===== src/source/pipePkg.sv =====
//##########################################################################
// Shared types and widths for the pipelined execute core. Holds the
// instruction union, the opcode set and the operand forward selects.
//##########################################################################

package pipePkg;

	//##########################################################################
	// widths
	//##########################################################################

	parameter int dataWidth    = 16; // register and ALU width.
	parameter int regAddrWidth = 4;  // sixteen registers.
	parameter int numRegs      = 16; // register file depth.
	parameter int immWidth     = 8;  // immediate field of the I-form.

	//##########################################################################
	// opcodes
	//##########################################################################

	typedef enum logic [3:0] {
		opAdd  = 4'h0, // rd = rs + rt.
		opSub  = 4'h1, // rd = rs - rt.
		opAnd  = 4'h2, // rd = rs & rt.
		opOr   = 4'h3, // rd = rs | rt.
		opXor  = 4'h4, // rd = rs ^ rt.
		opSll  = 4'h5, // rd = rs << rt[3:0].
		opLi   = 4'h6, // rd = sext(imm).
		opAddi = 4'h7  // rd = rd + sext(imm).
	} opCode;

	//##########################################################################
	// instruction word, one 16-bit word with two decodings
	//##########################################################################

	// register form, three register fields.
	typedef struct packed {
		opCode                   op; // operation.
		logic [regAddrWidth-1:0] rd; // destination.
		logic [regAddrWidth-1:0] rs; // first source.
		logic [regAddrWidth-1:0] rt; // second source.
	} regForm;

	// immediate form, imm takes the place of rs and rt.
	typedef struct packed {
		opCode                   op;  // operation.
		logic [regAddrWidth-1:0] rd;  // destination, also the source for addi.
		logic [immWidth-1:0]     imm; // signed immediate.
	} immForm;

	typedef union packed {
		regForm r; // register view.
		immForm i; // immediate view.
	} instrWord;

	//##########################################################################
	// forward selects for the ALU operand muxes
	//##########################################################################

	typedef enum logic [1:0] {
		fwdNone  = 2'b00, // value read in decode.
		fwdMemWb = 2'b01, // result sitting in MEM/WB.
		fwdExMem = 2'b10  // result sitting in EX/MEM, newest.
	} fwdSel;

endpackage


===== src/source/decodeStage.sv =====
//##########################################################################
// Decode stage. Splits the instruction word, reads the register file and
// loads the ID/EX latch on every valid strobe.
//##########################################################################
`timescale 1ns/1ps

module decodeStage import pipePkg::*; #(
	parameter int dataWidth = pipePkg::dataWidth
) (
	input  logic                    clk,
	input  logic                    rst,
	input  logic                    instrValid, // one instruction per strobe.
	input  instrWord                instr,      // raw word, two views.
	output logic [regAddrWidth-1:0] rdAddrA,    // to register file port A.
	output logic [regAddrWidth-1:0] rdAddrB,    // to register file port B.
	input  logic [dataWidth-1:0]    rdDataA,    // from register file port A.
	input  logic [dataWidth-1:0]    rdDataB,    // from register file port B.
	output logic                    idExValid,  // ID/EX holds an instruction.
	output opCode                   idExOp,     // latched opcode.
	output logic [regAddrWidth-1:0] idExRd,     // latched destination.
	output logic [regAddrWidth-1:0] idExRs,     // latched source A.
	output logic [regAddrWidth-1:0] idExRt,     // latched source B.
	output logic [dataWidth-1:0]    idExA,      // operand A from the file.
	output logic [dataWidth-1:0]    idExB,      // operand B from the file.
	output logic [dataWidth-1:0]    idExImm     // sign-extended immediate.
);

	//##########################################################################
	// field decode
	//##########################################################################

	opCode                   op;      // opcode, same place in both views.
	logic                    isImm;   // immediate view applies.
	logic [regAddrWidth-1:0] destReg; // rd, same place in both views.
	logic [regAddrWidth-1:0] srcRs;   // mapped first source.
	logic [regAddrWidth-1:0] srcRt;   // mapped second source.
	logic [dataWidth-1:0]    immExt;  // immediate widened to the datapath.

	assign op      = instr.r.op;
	assign destReg = instr.r.rd;
	assign isImm   = (op == opLi) || (op == opAddi);

	always_comb begin
		srcRs = instr.r.rs; // register form default.
		srcRt = instr.r.rt;
		if (isImm) begin
			srcRt = '0; // no second register source.
			if (op == opAddi) begin
				srcRs = instr.i.rd; // addi reads its own destination.
			end else begin
				srcRs = '0; // li starts from zero.
			end
		end
	end

	assign immExt = {{(dataWidth-immWidth){instr.i.imm[immWidth-1]}}, instr.i.imm};

	assign rdAddrA = srcRs; // register file read happens in this cycle.
	assign rdAddrB = srcRt;

	//##########################################################################
	// ID/EX latch
	//##########################################################################

	always_ff @(posedge clk) begin
		if (rst) begin
			idExValid <= 1'b0;
		end else begin
			idExValid <= instrValid; // bubble when no strobe.
		end
	end

	// payload only moves on a real instruction.
	always_ff @(posedge clk) begin
		if (instrValid) begin
			idExOp  <= op;
			idExRd  <= destReg;
			idExRs  <= srcRs;
			idExRt  <= srcRt;
			idExA   <= rdDataA;
			idExB   <= rdDataB;
			idExImm <= immExt;
		end
	end

endmodule


===== src/source/executeStage.sv =====
//##########################################################################
// Execute stage. Forward muxes and ALU, then the EX/MEM and MEM/WB latches
// whose last stage drives writeback.
//##########################################################################
`timescale 1ns/1ps

module executeStage import pipePkg::*; #(
	parameter int dataWidth = pipePkg::dataWidth
) (
	input  logic                    clk,
	input  logic                    rst,
	input  logic                    idExValid,   // instruction present.
	input  opCode                   idExOp,      // operation.
	input  logic [regAddrWidth-1:0] idExRd,      // destination.
	input  logic [regAddrWidth-1:0] idExRs,      // source A, for reference.
	input  logic [regAddrWidth-1:0] idExRt,      // source B, for reference.
	input  logic [dataWidth-1:0]    idExA,       // operand A read in decode.
	input  logic [dataWidth-1:0]    idExB,       // operand B read in decode.
	input  logic [dataWidth-1:0]    idExImm,     // sign-extended immediate.
	input  fwdSel                   forwardA,    // operand A select.
	input  fwdSel                   forwardB,    // operand B select.
	output logic                    exMemValid,  // EX/MEM holds a result.
	output logic [regAddrWidth-1:0] exMemRd,     // EX/MEM destination.
	output logic [dataWidth-1:0]    exMemResult, // EX/MEM ALU result.
	output logic                    memWbValid,  // MEM/WB holds a result.
	output logic [regAddrWidth-1:0] memWbRd,     // MEM/WB destination.
	output logic [dataWidth-1:0]    memWbResult  // MEM/WB ALU result.
);

	//##########################################################################
	// operand selection
	//##########################################################################

	logic [dataWidth-1:0] fwdA;   // operand A after forwarding.
	logic [dataWidth-1:0] fwdB;   // operand B after forwarding.
	logic [dataWidth-1:0] opA;    // ALU input A.
	logic [dataWidth-1:0] opB;    // ALU input B.
	logic                 isImm;  // immediate form in ID/EX.
	logic [dataWidth-1:0] aluOut; // ALU result.

	function automatic logic [dataWidth-1:0] pickOperand(
		input fwdSel                sel,
		input logic [dataWidth-1:0] fileVal,
		input logic [dataWidth-1:0] exVal,
		input logic [dataWidth-1:0] wbVal
	);
		case (sel)
			fwdExMem: return exVal; // newest in-flight result.
			fwdMemWb: return wbVal; // one stage older.
			default:  return fileVal;
		endcase
	endfunction

	assign fwdA = pickOperand(forwardA, idExA, exMemResult, memWbResult);
	assign fwdB = pickOperand(forwardB, idExB, exMemResult, memWbResult);

	assign isImm = (idExOp == opLi) || (idExOp == opAddi);
	assign opA   = fwdA;                       // li reads r0, so zero here.
	assign opB   = isImm ? idExImm : fwdB;     // imm replaces rt.

	//##########################################################################
	// ALU
	//##########################################################################

	always_comb begin
		case (idExOp)
			opAdd:   aluOut = opA + opB;
			opSub:   aluOut = opA - opB;
			opAnd:   aluOut = opA & opB;
			opOr:    aluOut = opA | opB;
			opXor:   aluOut = opA ^ opB;
			opSll:   aluOut = opA << opB[3:0]; // shift by low four bits.
			opLi:    aluOut = opB;             // immediate passes straight.
			opAddi:  aluOut = opA + opB;       // rd plus immediate.
			default: aluOut = '0;              // unused codes write zero.
		endcase
	end

	//##########################################################################
	// EX/MEM and MEM/WB latches
	//##########################################################################

	always_ff @(posedge clk) begin
		if (rst) begin
			exMemValid <= 1'b0;
			memWbValid <= 1'b0;
		end else begin
			exMemValid <= idExValid;  // edge 2 after sampling.
			memWbValid <= exMemValid; // edge 3, writeback pulse.
		end
	end

	always_ff @(posedge clk) begin
		exMemRd     <= idExRd;
		exMemResult <= aluOut;
		memWbRd     <= exMemRd;     // no memory stage work, just a hop.
		memWbResult <= exMemResult;
	end

endmodule


===== src/source/forwardingUnit.sv =====
//##########################################################################
// Forwarding unit. Picks the source of each ALU operand from the file,
// the EX/MEM latch or the MEM/WB latch; the newest result wins.
//##########################################################################
`timescale 1ns/1ps

module forwardingUnit import pipePkg::*; (
	input  logic [regAddrWidth-1:0] exMemRd,    // destination in EX/MEM.
	input  logic [regAddrWidth-1:0] memWbRd,    // destination in MEM/WB.
	input  logic [regAddrWidth-1:0] idExRs,     // source A in ID/EX.
	input  logic [regAddrWidth-1:0] idExRt,     // source B in ID/EX.
	input  logic                    exMemValid, // EX/MEM will write.
	input  logic                    memWbValid, // MEM/WB will write.
	output fwdSel                   forwardA,   // operand A select.
	output fwdSel                   forwardB    // operand B select.
);

	logic exLive;    // EX/MEM result may be forwarded.
	logic wbLive;    // MEM/WB result may be forwarded.
	logic exHazardA; // EX hazard on operand A.
	logic exHazardB; // EX hazard on operand B.
	logic wbHazardA; // MEM hazard on operand A.
	logic wbHazardB; // MEM hazard on operand B.

	// r0 is a constant, so a write to it never forwards.
	assign exLive = exMemValid && (exMemRd != '0);
	assign wbLive = memWbValid && (memWbRd != '0);

	assign exHazardA = exLive && (exMemRd == idExRs);
	assign exHazardB = exLive && (exMemRd == idExRt);

	// MEM hazard only when the newer EX/MEM value does not match.
	assign wbHazardA = wbLive && !exHazardA && (memWbRd == idExRs);
	assign wbHazardB = wbLive && !exHazardB && (memWbRd == idExRt);

	assign forwardA = exHazardA ? fwdExMem :
	                  wbHazardA ? fwdMemWb :
	                              fwdNone;

	assign forwardB = exHazardB ? fwdExMem :
	                  wbHazardB ? fwdMemWb :
	                              fwdNone;

endmodule


===== src/source/pipeCore.sv =====
//##########################################################################
// Core top level. Wires decode, forwarding, execute and the register file
// and reports each writeback on a one-cycle pulse.
//##########################################################################
`timescale 1ns/1ps

module pipeCore import pipePkg::*; #(
	parameter int dataWidth = pipePkg::dataWidth
) (
	input  logic                    clk,
	input  logic                    rst,
	input  logic                    instrValid, // instruction strobe.
	input  instrWord                instr,      // instruction word.
	output logic                    wbValid,    // writeback pulse.
	output logic [regAddrWidth-1:0] wbReg,      // register written.
	output logic [dataWidth-1:0]    wbData      // value written.
);

	//##########################################################################
	// interconnect
	//##########################################################################

	logic [regAddrWidth-1:0] rdAddrA, rdAddrB; // decode to file.
	logic [dataWidth-1:0]    rdDataA, rdDataB; // file to decode.

	logic                    idExValid;
	opCode                   idExOp;
	logic [regAddrWidth-1:0] idExRd, idExRs, idExRt;
	logic [dataWidth-1:0]    idExA, idExB, idExImm;

	fwdSel                   forwardA, forwardB; // operand selects.

	logic                    exMemValid, memWbValid;
	logic [regAddrWidth-1:0] exMemRd, memWbRd;
	logic [dataWidth-1:0]    exMemResult, memWbResult;

	assign wbValid = memWbValid; // MEM/WB is the writeback stage.
	assign wbReg   = memWbRd;
	assign wbData  = memWbResult;

	//##########################################################################
	// stages
	//##########################################################################

	regFile #(.dataWidth(dataWidth)) regFile0 (
		.clk, .rst,
		.rdAddrA, .rdAddrB, .rdDataA, .rdDataB,
		.wrEn(memWbValid), .wrAddr(memWbRd), .wrData(memWbResult) // lands at edge 4.
	);

	decodeStage #(.dataWidth(dataWidth)) decode0 (
		.clk, .rst, .instrValid, .instr,
		.rdAddrA, .rdAddrB, .rdDataA, .rdDataB,
		.idExValid, .idExOp, .idExRd, .idExRs, .idExRt,
		.idExA, .idExB, .idExImm
	);

	forwardingUnit fwd0 (
		.exMemRd, .memWbRd, .idExRs, .idExRt,
		.exMemValid, .memWbValid,
		.forwardA, .forwardB
	);

	executeStage #(.dataWidth(dataWidth)) execute0 (
		.clk, .rst,
		.idExValid, .idExOp, .idExRd, .idExRs, .idExRt,
		.idExA, .idExB, .idExImm,
		.forwardA, .forwardB,
		.exMemValid, .exMemRd, .exMemResult,
		.memWbValid, .memWbRd, .memWbResult
	);

endmodule


===== src/source/regFile.sv =====
//##########################################################################
// Register file, sixteen entries with two read ports and one write port.
// Register 0 reads zero; reads see a write of the same cycle.
//##########################################################################
`timescale 1ns/1ps

module regFile import pipePkg::*; #(
	parameter int dataWidth = pipePkg::dataWidth
) (
	input  logic                    clk,
	input  logic                    rst,
	input  logic [regAddrWidth-1:0] rdAddrA, // read port A address.
	input  logic [regAddrWidth-1:0] rdAddrB, // read port B address.
	output logic [dataWidth-1:0]    rdDataA, // read port A data.
	output logic [dataWidth-1:0]    rdDataB, // read port B data.
	input  logic                    wrEn,    // write strobe from writeback.
	input  logic [regAddrWidth-1:0] wrAddr,  // write address.
	input  logic [dataWidth-1:0]    wrData   // write data.
);

	logic [dataWidth-1:0] regs [numRegs]; // storage array.
	logic                 wrLive;         // write that actually lands.

	assign wrLive = wrEn && (wrAddr != '0); // r0 never takes a write.

	always_ff @(posedge clk) begin
		if (rst) begin
			for (int i = 0; i < numRegs; i++) begin
				regs[i] <= '0; // every register reads zero after reset.
			end
		end else if (wrLive) begin
			regs[wrAddr] <= wrData;
		end
	end

	// write-through covers the reader three instructions behind the writer.
	assign rdDataA = (rdAddrA == '0)                 ? '0     : // hard zero.
	                 (wrLive && (wrAddr == rdAddrA)) ? wrData : // bypass.
	                                                   regs[rdAddrA];
	assign rdDataB = (rdAddrB == '0)                 ? '0     : // hard zero.
	                 (wrLive && (wrAddr == rdAddrB)) ? wrData : // bypass.
	                                                   regs[rdAddrB];

endmodule

===== config.mk =====
export PLATFORM = sky130hd
export DESIGN_NAME = pipeCore
export DESIGN_NICKNAME = d
export VERILOG_FILES = /design/src/source/pipePkg.sv /design/src/source/decodeStage.sv /design/src/source/executeStage.sv /design/src/source/forwardingUnit.sv /design/src/source/pipeCore.sv /design/src/source/regFile.sv
export SDC_FILE = /design/constraint.sdc
export NUM_CORES = 1
export LEC_CHECK = 0
export ABC_AREA = 1
export ABC_CLOCK_PERIOD_IN_PS = 4920
export BUFFER_PORTS_ARGS = -buffer_cell sky130_fd_sc_hd__buf_2
export CAP_MARGIN = 0
export CORE_AREA = 2 2 218 220
export CTS_BUF_LIST = sky130_fd_sc_hd__clkbuf_4 sky130_fd_sc_hd__clkbuf_8
export CTS_CLUSTER_DIAMETER = 100
export DETAILED_ROUTE_END_ITERATION = 10
export DIE_AREA = 0 0 220 222
export PLACE_DENSITY = 0.65
export SLEW_MARGIN = 20
export SYNTH_ARGS = -nofsm -noshare
export SYNTH_HDL_FRONTEND = slang
export SYNTH_SLANG_ARGS = --single-unit

===== constraint.sdc =====
create_clock -name clk -period 4.92 [get_ports clk]
set_clock_uncertainty 0.15 [all_clocks]
set_input_delay 0.492 -clock clk [delete_from_list [all_inputs] [get_ports clk]]
set_output_delay 0.492 -clock clk [all_outputs]
set_load 0.01 [all_outputs]

**Yosys cells after proc, flatten, opt, wreduce, memory -nomap -nowiden**

Memory sizes are Yosys's and may differ from the RTL's.
Index checks and enable logic that the tools add are counted.

- Register bits: 99
- Bits in writable memories: 256
- Input port bits: 19
- Output and inout port bits: 21
- Logic and storage cells: 82
- Memories: 1

- $add $sub $neg: 2
- Eq/ne operators: 19
- Shifts and indexed selects: 1
- Mux-type cells: 21
- Bitwise operators: 3
- Reductions and logical operators: 21

Memory list:

| memory | depth | width | read ports | clocked after Yosys merged registers in | write ports | RTL line | RTL |
|---|---|---|---|---|---|---|---|
| regFile0.regs | 16 | 16 | 2 | 0 | 16 | regFile.sv:21 | `logic [dataWidth-1:0] regs [numRegs];` |

Operators by type and width:

| cell | number |
|---|---|
| $pmux W16 S7 | 1 |
| $mux W16 | 4 |
| $pmux W16 S2 | 2 |
| $eq A4 B3 Y1 const B | 6 |
| $eq A4 B4 Y1 | 6 |
| $add A16 B16 Y16 | 1 |
| $and A16 B16 Y16 | 1 |
| $mux W4 | 4 |
| $or A16 B16 Y16 | 1 |
| $reduce_or A16 Y1 | 1 |
| $shl A16 B4 Y16 | 1 |
| $sub A16 B16 Y16 | 1 |
| $xor A16 B16 Y16 | 1 |
| $logic_not A4 Y1 | 3 |
| $logic_and A1 B1 Y1 | 10 |
| $eq A4 B2 Y1 const B | 2 |
| $mux W1 | 8 |
| $reduce_bool A4 Y1 | 2 |
| $eq A2 B1 Y1 const B | 2 |
| $eq A2 B2 Y1 const B | 2 |
| $eq A4 B1 Y1 const B | 1 |
| $mux W2 | 2 |
| $logic_not A1 Y1 | 2 |
| $logic_or A1 B1 Y1 | 2 |
| $reduce_or A2 Y1 | 1 |

**Depth between registers and ports, before layout**

- Depth after elaboration: 13
- Gate-level depth with buffers: 31
- Gate-level depth less buffers: 30

**Cells and area by module**

A second synthesis with hierarchy kept.

- Cell total of the unflattened synthesis: 3006
- Area total of the unflattened synthesis: 22165.0 sq um

Modules (own cells, without submodules):

| module | instances | cells each | area each (sq um) | sequential area each (sq um) |
|---|---|---|---|---|
| regFile | 1 | 2092 | 15243.4 | 7687.4 |
| executeStage | 1 | 738 | 4663.2 | 840.8 |
| decodeStage | 1 | 93 | 1880.6 | 1701.6 |
| forwardingUnit | 1 | 83 | 377.9 | 0.0 |

**Worst setup path before layout**

OpenSTA, ideal clock, no wires.

- Path kind: reg-to-reg
- Start point: register execute0.memWbRd[1]
- End point: register execute0.exMemResult[8]
- Library setup time: 112 ps
- Arrival: 3733 ps
- Required time: 4658 ps
- Path slack: 925 ps
- Stages on the path, launching flop included: 27
- Buffers on the path: 2
- Clock period less this slack: 3995 ps
- Cell sequence: dfxtp_1 > buf_6 > inv_2 > nand2_1 > nand2_1 > nor2_4 > nand3_4 > nand2_1 > o21ai_1 > o21bai_4 > inv_2 > buf_4 > ha_1 > nand2_1 > nor2_2 > nand3_1 > nand2_1 > xor2_1 > ha_1 > nand2_1 > nor3_1 > a21oi_1 > or2_2 > and3_1 > a2111o_1 > inv_1 > nand2_1

- Longest elaborated chain between the ends: 11
- Elaborated cells between the ends (all ways): 26
- Those cells by class: 2 x add/sub; 6 x eq/ne; 1 x shift; 8 x mux; 3 x bitwise; 6 x reduce/logical

RTL lines:

| what | RTL line | RTL |
|---|---|---|
| from (decl) | executeStage.sv:26 | `output logic [regAddrWidth-1:0] memWbRd,` |
| from (signal assigned) | executeStage.sv:96 | `memWbRd <= exMemRd;` |
| $reduce_bool A4 Y1 | forwardingUnit.sv:27 | `assign wbLive = memWbValid && (memWbRd != '0);` |
| $logic_and A1 B1 Y1 | forwardingUnit.sv:27 |  |
| $logic_and A1 B1 Y1 (2 in a row) | forwardingUnit.sv:34 | `assign wbHazardB = wbLive && !exHazardB && (memWbRd == idExRt);` |
| $mux W1 | forwardingUnit.sv:41 | `wbHazardB ? fwdMemWb :` |
| $mux W2 | forwardingUnit.sv:40 | `assign forwardB = exHazardB ? fwdExMem :` |
| $eq A2 B1 Y1 / $eq A2 B2 Y1 (equally long branches) | executeStage.sv:47 | `case (sel)` |
| $pmux W16 S2 | executeStage.sv:47 |  |
| $mux W16 | executeStage.sv:59 | `assign opB = isImm ? idExImm : fwdB;` |
| $add A16 B16 Y16 (tied with other cells) | executeStage.sv:67, executeStage.sv:74 |  |
| $pmux W16 S7 * | executeStage.sv:66 | `case (idExOp)` |
| net execute0.aluOut[8] | executeStage.sv:39 | `logic [dataWidth-1:0] aluOut;` |
| to (signal assigned) | executeStage.sv:95 | `exMemResult <= aluOut;` |
| to (decl) | executeStage.sv:24 | `output logic [dataWidth-1:0] exMemResult,` |

Mark *: on every way through the listed nets, which the timed path passes. The rest lies on a longest branch.
A chain may end at the register's enable or synchronous reset.

**Worst setup path in the final report**

- Start point: register execute0.memWbRd[3]
- End point: register execute0.exMemResult[9]

Same word-level chain as after synthesis.

==> results by group <==
Status
  • Status: finished clean

Place
  • Post-Place Setup Slack: 0.440 ns
  • Gpl congestion: 1.08
  • Final HPWL DP: 52400 um
  • IO buf count: 39

Global route
  • Vias in the first global route: 17939
  • Overflow after GRT: 0
  • Largest net degree at the start of global routing: 174
  • Antenna violations before repair: 0
  • Gr usage total: 31.5%
  • Global-route wire length before repair: 114000 um

Timing
  • Max Slew Vio Count: 0
  • Final hold violations: 0
  • FMAX: 220 MHz
  • Slew @ Worst Pin: 1.14 ns
  • Slew margin rel.: 24.0%
  • Min cycle time layout: 4.54 ns
  • Setup TNS: 0 ns
  • Setup Viol. Count Final: 0
  • RSZ-0062 raised after global routing: false
  • Final worst setup slack: 0.376 ns
  • Period utilisation layout: 92.3%

Floorplan
  • Die area: 48800 um^2
  • Die extent in y: 222 um
  • Top Ports: 40
  • Initial core utilization: 44.8%
  • FP Rows: 79
  • Die W: 220 um
  • Core area: 46300 um^2

Layout
  • NumNets Final: 2590
  • Area growth from synthesis to layout: 10.6%
  • Share of cells above drive strength 1: 11.4%
  • Filler Cells Inserted: 4391

Power
  • Combinational Power Share: 24.4%
  • Cell internal pwr: 5.44 mW
  • Peak VDD IR: 0.000285 V
  • Seq pwr share: 44.0%
  • Sw frac: 35.4%
  • Pleak: 9.15 nW
  • Clk network pwr share: 31.6%
  • PD cells: 368 nW/um^2
  • Switching pwr: 2.98 mW

Detailed routing
  • WL/cell: 24.3 um
  • Vias per cell: 5.98
  • Initial DRC Count: 2534
  • DR vias: 19027
  • Post-Route WL: 77200 um
  • DRC Markers: 0
  • Final ANT Viol Nets: 0
  • Drt pass-1 iters: 5

Clock network
  • TritonCTS clock tree: done
  • Clk pin slew, worst setup/hold paths: 0.06 ns
  • TritonCTS Buffers: 61
  • Max Buffers Root-to-Sink: 3
  • # Post-CTS Setup Buffers: 0
  • CTS Sinks: 355
  • Worst skew pair latency: 0.69 ns
  • H-Tree Depth: 2
  • Clk root buf: clkbuf_8

Synth
  • Synth unique cells: 60
  • Post-Syn Area: 20700 um^2
  • Seq/Total Area, Yosys: 49.4%
  • EDFF count, synth: 312
  • Ys async rst share: 0%
  • #FFs+latches synth: 355
  • Cells after Synth: 2491
  • Yosys warns: 0
  • Synth Area per Inst: 8.31 um^2
  • Top FF cell, synth: edfxtp_1

Setup path
  • RR Startpoint: execute0.memWbRd[3]$_DFF_P_
  • Worst Path Required: 5.30 ns
  • Critical Path End Type: register
  • CP Max Fanout: 18
  • Critical path arrival: 4.92 ns
  • Crit path launch type: register
  • Setup crit start: execute0.memWbRd[3]$_DFF_P_
  • CP Class: reg -> reg

Flow run
  • Max-Cap Viols: 0

Worst hold path
  • Min-delay worst type: reg -> reg
  • Min-delay src: execute0.exMemResult[6]$_DFF_P_
-- path summary, 6_finish.rpt --
kind	end	depth (start not counted)	slack [ns]
max reg2reg	execute0.exMemResult[9]$_DFF_P_	26	0.38
min reg2reg	execute0.memWbResult[6]$_DFF_P_	0	0.21
min	execute0.memWbResult[6]$_DFF_P_	0	0.21
max	execute0.exMemResult[9]$_DFF_P_	26	0.38
-- placed cells by master (no fill, tap or decap), drive strengths merged, types with 15 or more instances in the layout --
cell type / n
clkbuf: 91
clkinv: 29
dlygate4sd3: 15
a21oi: 129
ha: 48
dfxtp: 43
inv: 238
conb: 16
a31oi: 17
o22ai: 42
edfxtp: 312
nand3: 173
nor2: 485
xor2: 23
o221ai: 31
buf: 96
nand2: 333
a41oi: 16
o21ai: 332
-- final cells by class --
class / count / area [um^2] / area share (%)
clock buffers: 91 / 1070 / 4.68
multi-input cells: 1749 / 8960 / 39.1
clock inverters: 23 / 113 / 0.492
well taps: 607 / 759 / 3.32
diodes: 1 / 2.50 / 0.0109
flip-flops and latches: 355 / 10200 / 44.7
inverters: 244 / 918 / 4.01
repair buffers: 111 / 836 / 3.65
-- cell families after synthesis --
| kind of cell | after synthesis | synth area share (%) |
|---|---|---|
| buffers and inverters | 402 | 7.66 |
| other | 1 | 0.0181 |
| adders and majority gates | 49 | 3.00 |
| and+or+nand+nor | 1039 | 21.6 |
| DFF | 355 | 49.4 |
| xor gates and xnor gates | 25 | 1.06 |
| AOI/OAI and AO/OA | 620 | 17.2 |
-- per-layer routing --
layer,global-route usage [%],up-vias,share of wire [%]
met5,0,-,0
met4,15.5,0,5.4
li1,-,8625,-
met3,7.37,200,11
met1,43.3,9096,41
met2,46.5,1106,43
-- what timing repair did --
| item | 4_1_cts | 5_1_grt |
|---|---|---|
| hold buffers | 15 | 0 |
| resized for setup | 0 | 1 |
| endpoints found under the setup margin | 0 | 1 |
| endpoints found under the hold margin | 15 | 0 |
-- stage by stage --
stage | instances | power (mW) | hold WS, ns | instance area, um^2 | utilization, %
2_1_floorplan | 2506 | 4.88 | 0.173 | 20800 | -
3_3_place_gp | 3051 | 5.72 | 0.190 | 21600 | 46.6
3_5_place_dp | 3051 | 5.73 | 0.189 | 21600 | 46.6
4_1_cts | 3180 | 8.37 | 0.206 | 22900 | 49.5
5_1_grt | 3180 | 8.73 | 0.215 | 22900 | 49.5
6_report | 3181 | 8.42 | 0.208 | 22900 | 49.5
-- power groups by stage --
| stage | combinational, mW | clock [mW] | sequential, mW |
|---|---|---|---|
| final | 2.05 | 2.66 | 3.71 |
| after detailed placement | 1.98 | 0 | 3.75 |
| after global routing | 2.20 | 2.82 | 3.72 |
| after global placement | 1.97 | 0 | 3.75 |
| after floorplan | 1.23 | 0 | 3.66 |
| after CTS | 1.99 | 2.69 | 3.70 |
-- synthesized netlist by cell type, types with 3 or more instances --
master | instances | area share, %
a211oi_1 | 8 | 0.29
a21boi_0 | 3 | 0.11
a21oi_1 | 125 | 3.0
a21oi_2 | 3 | 0.13
a221oi_1 | 7 | 0.30
a31oi_1 | 17 | 0.51
a41oi_1 | 16 | 0.68
buf_1 | 13 | 0.24
buf_2 | 9 | 0.22
buf_4 | 7 | 0.25
buf_6 | 5 | 0.27
clkbuf_1 | 124 | 2.2
clkinv_1 | 9 | 0.16
dfxtp_1 | 43 | 4.2
edfxtp_1 | 312 | 45
ha_1 | 48 | 2.9
inv_1 | 205 | 3.7
inv_2 | 29 | 0.53
nand2_1 | 322 | 5.8
nand2_2 | 9 | 0.27
nand3_1 | 170 | 4.1
nand3b_1 | 8 | 0.29
nand4_1 | 13 | 0.39
nor2_1 | 462 | 8.4
nor2_2 | 9 | 0.27
nor2_4 | 11 | 0.60
nor2_8 | 3 | 0.29
nor3_1 | 9 | 0.22
o211ai_1 | 10 | 0.36
o21ai_0 | 315 | 7.6
o21ai_1 | 17 | 0.41
o221ai_1 | 30 | 1.3
o22ai_1 | 41 | 1.2
o32ai_1 | 14 | 0.59
or2_1 | 4 | 0.12
or2_2 | 9 | 0.27
xor2_1 | 23 | 0.97
-- flip-flops by register name, summed over array words and instances (netlist names), 4 cells and up --
signal / count
decode0.idExB: 16
decode0.idExOp: 4
decode0.idExImm: 8
execute0.memWbResult: 16
decode0.idExRs: 4
decode0.idExRt: 4
regFile0.regs: 256
execute0.exMemRd: 4
execute0.exMemResult: 16
decode0.idExA: 16
decode0.idExRd: 4
execute0.memWbRd: 4
-- critical path: stages (launching register included) --
cell and delay [ns]:
dfxtp_1 0.57, inv_2 0.10, nand2_1 0.09, nand2_2 0.07
nor2_4 0.15, inv_2 0.08, nor2_8 0.18, nand3_1 0.09
nand2_1 0.09, nor2_2 0.06, nor2_8 0.29, ha_1 0.23
nand2_1 0.07, nor2_2 0.23, nand3_1 0.11, nand2_1 0.09
xor2_1 0.07, ha_1 0.35, nand2_1 0.08, o21ai_0 0.28
a21oi_1 0.09, or2_2 0.30, nand2_1 0.06, a21oi_1 0.07
or2_2 0.27, nand3_1 0.07, o2111ai_1 0.10
No activity file was read; power rests on OpenSTA's default activity.
